**config.mk**
```make
export PLATFORM = sky130hd
export DESIGN_NAME = inv_top
export DESIGN_NICKNAME = d
export VERILOG_FILES = /design/src/common/inv_pkg.sv /design/src/rtl/serial_addsub.sv /design/src/rtl/operand_bank.sv /design/src/inv_control/inv_control.sv /design/src/rtl/inv_top.sv
export VERILOG_INCLUDE_DIRS = /design/src /design/src/common
export SDC_FILE = /design/constraint.sdc
export NUM_CORES = 1
export LEC_CHECK = 0
export BUFFER_PORTS_ARGS = -buffer_cell sky130_fd_sc_hd__buf_2
export CORE_ASPECT_RATIO = 2
export CORE_MARGIN = 5
export CORE_UTILIZATION = 49
export CTS_CLUSTER_SIZE = 12
export DETAILED_ROUTE_END_ITERATION = 10
export PLACE_DENSITY = 0.66
export SYNTH_ARGS = -nofsm -noshare
export SYNTH_HDL_FRONTEND = slang
export SYNTH_SLANG_ARGS = --single-unit
```
**constraint.sdc**
```tcl
create_clock -name clk -period 3.9 [get_ports clk]
set_input_delay 0.585 -clock clk [delete_from_list [all_inputs] [get_ports clk]]
set_output_delay 0.585 -clock clk [all_outputs]
set_load 0.01 [all_outputs]
```
**src/common/inv_params.svh**
```systemverilog
`ifndef INV_PARAMS_SVH
`define INV_PARAMS_SVH

// width of p and a
`define OPERAND_WIDTH 32

// bits per serial cycle
`define DIGIT_WIDTH 8
`define DIGIT_COUNT 5   // covers OPERAND_WIDTH+1 bits

// step count holds up to 2*OPERAND_WIDTH
`define COUNT_WIDTH 7

`endif

```
**src/common/inv_pkg.sv**
```systemverilog
package inv_pkg;
  `include "inv_params.svh"

  typedef logic [`OPERAND_WIDTH-1:0] modulus_t;
  typedef logic [`OPERAND_WIDTH:0]   operand_t;   // one guard bit for r and s growth
  typedef logic [`COUNT_WIDTH-1:0]   count_t;

  typedef struct packed {
    operand_t u;
    operand_t v;
    operand_t r;
    operand_t s;
  } operands_t;

  typedef struct packed {
    operand_t x;
    operand_t y;
  } addsub_in_t;

  typedef enum logic [1:0] {
    SUB_U_V, SUB_V_U, SUB_R_P, SUB_P_R
  } sub_op_e;

  typedef enum logic [2:0] {
    UPD_HOLD, UPD_U_EVEN, UPD_V_EVEN, UPD_U_GT, UPD_V_GE, UPD_R_DIFF
  } upd_e;

  typedef enum logic [2:0] {
    IDLE, LOAD, STEP, WAIT_UNITS, RELEASE, REDUCE, FINAL, DONE
  } ctrl_state_e;

endpackage

```
**src/rtl/serial_addsub.sv**
```systemverilog
`timescale 1ns/1ps
`include "inv_params.svh"

module serial_addsub #(
  parameter bit SUBTRACT = 1'b0
) (
  input  logic                clk,
  input  logic                reset_n,
  input  logic                req,
  input  inv_pkg::addsub_in_t opnds,
  output logic                ack,
  output inv_pkg::operand_t   result
);
  localparam int LANE_W = `DIGIT_COUNT * `DIGIT_WIDTH;
  localparam int CNT_W  = $clog2(`DIGIT_COUNT);

  logic [LANE_W-1:0]       x_sh;
  logic [LANE_W-1:0]       y_sh;
  logic [LANE_W-1:0]       acc;
  logic [CNT_W-1:0]        digit_cnt;
  logic                    busy;
  logic                    carry;   // borrow kept as inverted carry
  logic [`DIGIT_WIDTH-1:0] y_dig;
  logic [`DIGIT_WIDTH:0]   dig_sum;

  assign y_dig   = SUBTRACT ? ~y_sh[`DIGIT_WIDTH-1:0] : y_sh[`DIGIT_WIDTH-1:0];
  assign dig_sum = {1'b0, x_sh[`DIGIT_WIDTH-1:0]} + {1'b0, y_dig}
                 + {{`DIGIT_WIDTH{1'b0}}, carry};
  assign result  = acc[`OPERAND_WIDTH:0];

  always_ff @(posedge clk or negedge reset_n) begin
    if (!reset_n) begin
      busy      <= 1'b0;
      ack       <= 1'b0;
      carry     <= 1'b0;
      digit_cnt <= '0;
    end else if (busy) begin
      carry     <= dig_sum[`DIGIT_WIDTH];
      digit_cnt <= digit_cnt + 1'b1;
      if (digit_cnt == CNT_W'(`DIGIT_COUNT - 1)) begin
        busy <= 1'b0;
        ack  <= 1'b1;   // last digit lands with ack
      end
    end else if (ack) begin
      if (!req) ack <= 1'b0;
    end else if (req) begin
      busy      <= 1'b1;
      carry     <= SUBTRACT;   // +1 completes two's complement
      digit_cnt <= '0;
    end
  end

  always_ff @(posedge clk) begin
    if (!busy && !ack && req) begin
      x_sh <= LANE_W'(opnds.x);
      y_sh <= LANE_W'(opnds.y);
    end else if (busy) begin
      x_sh <= x_sh >> `DIGIT_WIDTH;
      y_sh <= y_sh >> `DIGIT_WIDTH;
      acc  <= {dig_sum[`DIGIT_WIDTH-1:0], acc[LANE_W-1:`DIGIT_WIDTH]};
    end
  end

endmodule

```
**src/rtl/operand_bank.sv**
```systemverilog
`timescale 1ns/1ps

module operand_bank (
  input  logic                clk,
  input  logic                reset_n,
  input  logic                load,
  input  inv_pkg::modulus_t   p,
  input  inv_pkg::modulus_t   a,
  input  inv_pkg::upd_e       upd,
  input  inv_pkg::sub_op_e    sub_op,
  input  inv_pkg::operand_t   diff,
  input  inv_pkg::operand_t   sum,
  output inv_pkg::operands_t  ops,
  output inv_pkg::addsub_in_t sub_in,
  output inv_pkg::addsub_in_t add_in
);
  import inv_pkg::*;

  operands_t st;
  operand_t  p_ext;

  assign p_ext    = {1'b0, p};
  assign ops      = st;
  assign add_in.x = st.r;   // sigma always r+s
  assign add_in.y = st.s;

  always_ff @(posedge clk or negedge reset_n) begin
    if (!reset_n) begin
      st <= '0;
    end else if (load) begin
      st.u <= p_ext;
      st.v <= {1'b0, a};
      st.r <= '0;
      st.s <= operand_t'(1);
    end else begin
      case (upd)
        UPD_U_EVEN: begin
          st.u <= st.u >> 1;
          st.s <= st.s << 1;
        end
        UPD_V_EVEN: begin
          st.v <= st.v >> 1;
          st.r <= st.r << 1;
        end
        UPD_U_GT: begin
          st.u <= diff >> 1;   // (u-v)/2
          st.r <= sum;
          st.s <= st.s << 1;
        end
        UPD_V_GE: begin
          st.v <= diff >> 1;   // (v-u)/2
          st.s <= sum;
          st.r <= st.r << 1;
        end
        UPD_R_DIFF: st.r <= diff;
        default: st <= st;
      endcase
    end
  end

  always_comb begin
    case (sub_op)
      SUB_U_V: begin sub_in.x = st.u;  sub_in.y = st.v;  end
      SUB_V_U: begin sub_in.x = st.v;  sub_in.y = st.u;  end
      SUB_R_P: begin sub_in.x = st.r;  sub_in.y = p_ext; end
      default: begin sub_in.x = p_ext; sub_in.y = st.r;  end
    endcase
  end

endmodule

```
**src/inv_control/inv_control.sv**
```systemverilog
`timescale 1ns/1ps

module inv_control (
  input  logic               clk,
  input  logic               reset_n,
  input  logic               req,
  input  inv_pkg::modulus_t  p,
  input  inv_pkg::operands_t ops,
  input  logic               sub_ack,
  input  logic               add_ack,
  output logic               ack,
  output logic               load,
  output logic               sub_req,
  output logic               add_req,
  output inv_pkg::sub_op_e   sub_op,
  output inv_pkg::upd_e      upd,
  output inv_pkg::count_t    k
);
  import inv_pkg::*;

  ctrl_state_e state;
  ctrl_state_e state_nx;
  sub_op_e     sub_op_nx;
  logic        sub_req_nx;
  logic        add_req_nx;
  logic        ack_nx;
  logic        k_inc;
  logic        v_zero;
  logic        u_gt_v;
  logic        r_ge_p;
  logic        units_ack;
  logic        units_idle;

  assign v_zero     = (ops.v == '0);
  assign u_gt_v     = (ops.u > ops.v);
  assign r_ge_p     = (ops.r >= {1'b0, p});
  assign units_ack  = sub_ack & add_ack;
  assign units_idle = !sub_ack && !add_ack;

  always_comb begin
    state_nx   = state;
    sub_op_nx  = sub_op;
    sub_req_nx = sub_req;
    add_req_nx = add_req;
    ack_nx     = ack;
    load       = 1'b0;
    upd        = UPD_HOLD;
    k_inc      = 1'b0;
    case (state)
      IDLE: if (req) state_nx = LOAD;
      LOAD: begin
        load     = 1'b1;
        state_nx = STEP;
      end
      STEP: begin
        if (v_zero) begin
          // loop over, go to correction
          sub_req_nx = 1'b1;
          sub_op_nx  = r_ge_p ? SUB_R_P : SUB_P_R;
          state_nx   = r_ge_p ? REDUCE : FINAL;
        end else if (!ops.u[0]) begin
          upd   = UPD_U_EVEN;
          k_inc = 1'b1;
        end else if (!ops.v[0]) begin
          upd   = UPD_V_EVEN;
          k_inc = 1'b1;
        end else begin
          sub_op_nx  = u_gt_v ? SUB_U_V : SUB_V_U;
          sub_req_nx = 1'b1;
          add_req_nx = 1'b1;
          state_nx   = WAIT_UNITS;
        end
      end
      WAIT_UNITS: if (units_ack) begin
        upd        = (sub_op == SUB_U_V) ? UPD_U_GT : UPD_V_GE;
        k_inc      = 1'b1;
        sub_req_nx = 1'b0;
        add_req_nx = 1'b0;
        state_nx   = RELEASE;
      end
      REDUCE, FINAL: if (sub_ack) begin
        upd        = UPD_R_DIFF;
        sub_req_nx = 1'b0;
        state_nx   = RELEASE;
      end
      RELEASE: if (units_idle) begin
        case (sub_op)   // last op tells where we came from
          SUB_R_P: begin
            sub_op_nx  = SUB_P_R;
            sub_req_nx = 1'b1;
            state_nx   = FINAL;
          end
          SUB_P_R: begin
            ack_nx   = 1'b1;
            state_nx = DONE;
          end
          default: state_nx = STEP;
        endcase
      end
      DONE: if (!req) begin
        ack_nx   = 1'b0;
        state_nx = IDLE;
      end
      default: state_nx = IDLE;
    endcase
  end

  always_ff @(posedge clk or negedge reset_n) begin
    if (!reset_n) begin
      state   <= IDLE;
      sub_op  <= SUB_U_V;
      sub_req <= 1'b0;
      add_req <= 1'b0;
      ack     <= 1'b0;
      k       <= '0;
    end else begin
      state   <= state_nx;
      sub_op  <= sub_op_nx;
      sub_req <= sub_req_nx;
      add_req <= add_req_nx;
      ack     <= ack_nx;
      if (state == LOAD) k <= '0;
      else if (k_inc) k <= k + 1'b1;
    end
  end

endmodule

```
**src/rtl/inv_top.sv**
```systemverilog
`timescale 1ns/1ps
`include "inv_params.svh"

module inv_top (
  input  logic              clk,
  input  logic              reset_n,
  input  logic              req,
  input  inv_pkg::modulus_t p,
  input  inv_pkg::modulus_t a,
  output logic              ack,
  output inv_pkg::modulus_t inv,
  output inv_pkg::count_t   k
);
  import inv_pkg::*;

  operands_t  ops;
  addsub_in_t sub_in;
  addsub_in_t add_in;
  operand_t   diff;
  operand_t   sum;
  sub_op_e    sub_op;
  upd_e       upd;
  logic       load;
  logic       sub_req;
  logic       add_req;
  logic       sub_ack;
  logic       add_ack;

  assign inv = ops.r[`OPERAND_WIDTH-1:0];   // r holds p-r after FINAL

  inv_control u_control (
    .clk     (clk),     .reset_n (reset_n), .req     (req),
    .p       (p),       .ops     (ops),
    .sub_ack (sub_ack), .add_ack (add_ack),
    .ack     (ack),     .load    (load),
    .sub_req (sub_req), .add_req (add_req),
    .sub_op  (sub_op),  .upd     (upd),     .k       (k)
  );

  operand_bank u_bank (
    .clk     (clk),     .reset_n (reset_n), .load    (load),
    .p       (p),       .a       (a),
    .upd     (upd),     .sub_op  (sub_op),
    .diff    (diff),    .sum     (sum),
    .ops     (ops),     .sub_in  (sub_in),  .add_in  (add_in)
  );

  serial_addsub #(.SUBTRACT(1'b1)) u_delta (
    .clk     (clk),     .reset_n (reset_n), .req     (sub_req),
    .opnds   (sub_in),  .ack     (sub_ack), .result  (diff)
  );

  serial_addsub #(.SUBTRACT(1'b0)) u_sigma (
    .clk     (clk),     .reset_n (reset_n), .req     (add_req),
    .opnds   (add_in),  .ack     (add_ack), .result  (sum)
  );

endmodule

```
==> out/results.tsv <==
metric	value	unit
Num CTS Buffers	37	
worst skew pair latency	560	ps
hpwl dp	46.5	mm
Synth-to-Final Area Change	10.1	%
Sink Count	369	
most frequent cell after synthesis	edfxtp_1	
Setup Crit Path Kind	flop to flop	
endpoints failing hold	0	
port bufs	106	
RSZ-0062 raised after global routing	no	
die width	152	um
Die Area	0.0447	mm2
net count after synthesis	1843	
IO Count	107	
die height	294	um
via count	14661	
total gr overflow	0	
Final Net Count	1882	
Max Clk Rate	0.325	GHz
vias in the first global route	14790	
CP Cell Sequence	inv_1 > ha_1 > a21o_1 > a21o_1 > a221o_1 > a221o_1 > a2111oi_1 > o311ai_1 > a41oi_2	
post-CTS sizing	0	
final setup violation count	0	
Final Slew Violations	0	
Tightest Pin Transition	1280	ps
CP endpoint kind	flop	
largest net degree at the start of global routing	97	
status	completed	
Slowest-stage cell, CP	dfrtp_1	
type of the tightest min-delay check	input pin to asynchronous set/reset pin	
Initial Utilization	49.3	%
clk slew on worst S/H paths	60	ps
worst vdd ir	249	uV
Synth area leaders	edfxtp_1, dfrtp_1, mux4_2	
Diodes inserted	0	
routed vias/inst	6.42	
Netlist cell types	61	
warnings from Yosys	0	
area of the multi-input gates	0.00843	mm2
Max Cap Viol	0	
Yosys reg bits	369	
CTS tree	done	
Fin Setup TNS	0	ps
Post-synth EDFFs	212	
H-tree levels	2	
global-route usage over all layers	28.5	%
row count	104	
Rel. slew slack	14.8	%
required time worst endpoint	4360	ps
worst-path fanout max	5	
Layout fillers	3512	
share of layout cells above drive strength 1	21.5	%
Final min period	3080	ps
first-pass GRT wire length	95.5	mm
Fin Clk Skew	25.6	ps
Startpoint Class	flop	
Final period util	79.0	%
hold slack final	110	ps
Post-synth top flop	edfxtp_1	
Wirelength per Cell	28.3	um
Power Dens Cells	348	mW/mm2
Iter 0 DRT Violations	1364	
P_leak	8.47	nW
worst reg2reg setup slack	820	ps
gate count after technology mapping	1687	
Clock Path Buffers	3	
area leader, netlist	edfxtp_1	
ys async rst share	42.5	%
setup repair bufs after CTS	0	
initial antenna violation count	0	
DR pass1 iterations	5	
top cells by count, synth	edfxtp_1, nand2_1, dfrtp_1	
Placer Congestion	1.00	
post-synthesis area per instance	11.7	um2
post-route ant nets	0	
Total Routed Length	64.8	mm
Post-CTS Hold Buffers	0	
post-synthesis sequential area ratio	52.1	%
data arrival time of the worst path	3540	ps
Residual DRC	0	
synthesized area	0.0198	mm2
CP max stage delay	570	ps
Root Driver	clkbuf_16	
Reg area	0.0103	mm2
core area	0.0401	mm2
Synth top area share	32.2	%
power consumption	7.59	mW
-- worst max-delay path: cells and delay by family (launching register included) --
kind            cells  cell delay (ps)
compound gates      7             2000
fa+ha+maj           1              320
buf+inv             1              110
flops               1              570
-- cell families after synthesis --
group / count (synthesis) / synth area share [%]
multiplexers: 201 / 14.9
adder cells (fa/ha/maj): 89 / 5.78
XOR/XNOR: 15 / 0.664
buffers and inverters: 246 / 5.58
AO/OA/AOI/OAI: 441 / 13.7
flip-flops: 369 / 52.1
AND/OR/NAND/NOR: 326 / 7.37
-- layout by cell type (no fill, tap or decap), types with 67 or more instances in the layout --
cell | synthesis | final
a21oi_1 | 100 | 100
buf_2 | 17 | 105
dfrtp_1 | 157 | 153
edfxtp_1 | 212 | 212
ha_1 | 85 | 85
inv_1 | 100 | 98
mux2_2 | 102 | 102
nand2_1 | 165 | 165
nor2_1 | 68 | 67
o21ai_0 | 112 | 112
-- sequential cells by signal, summed over array words and instances, names as in the netlist, 7 cells and up --
signal / cells
u_bank.add_in: 66
u_sigma.y_sh: 33
u_delta.acc: 40
u_sigma.acc: 40
u_sigma.x_sh: 33
u_control.k: 7
u_delta.x_sh: 33
u_delta.y_sh: 33
u_bank.ops: 64
-- power breakdown --
part / internal (mW) / switching (mW) / leakage (nW)
clock: 1.81 / 1.54 / 0.516
sequential: 4.10 / 0 / 3.90
combinational: 0.0427 / 0.0896 / 4.06
-- worst paths after layout --
check / start / cells past startpoint / end
worst max-delay path: u_bank.ops[68] / 9 / u_control.sub_op[0]
worst max register to register: u_bank.ops[68] / 9 / u_control.sub_op[0]
min in group clk: a[29] / 3 / u_bank.ops[95]
worst min-delay path: reset_n / 1 / u_bank.ops[90]
worst min register to register: u_sigma.acc[39] / 0 / u_sigma.acc[31]
max in group asynchronous: reset_n / 2 / u_bank.add_in[15]
-- metrics by stage --
stage | util, % | worst slack (ps) | cells | instance area (um2)
after floorplan | - | 1480 | 1687 | 19800
after global placement | 51.6 | 964 | 2217 | 20700
after detailed placement | 51.6 | 885 | 2217 | 20700
after CTS | 54.3 | 841 | 2285 | 21800
after global routing | 54.3 | 783 | 2285 | 21800
final | 54.3 | 819 | 2285 | 21800
-- metal layers --
layer,global-route usage [%],wire (um)
met1,30.6,21300
met2,49.5,32800
met5,0,0
met4,23.5,6840
met3,3.93,3830
-- final cells by class --
class / count / area share [%]
Timing Repair Buffer: 145 / 4.16
Tap cell: 530 / 3.05
Multi-Input combinational cell: 1072 / 38.7
Clock inverter: 5 / 0.230
Inverter: 101 / 1.74
Sequential cell: 369 / 47.3
Clock buffer: 63 / 4.75
(Power assumes the default switching activity.)
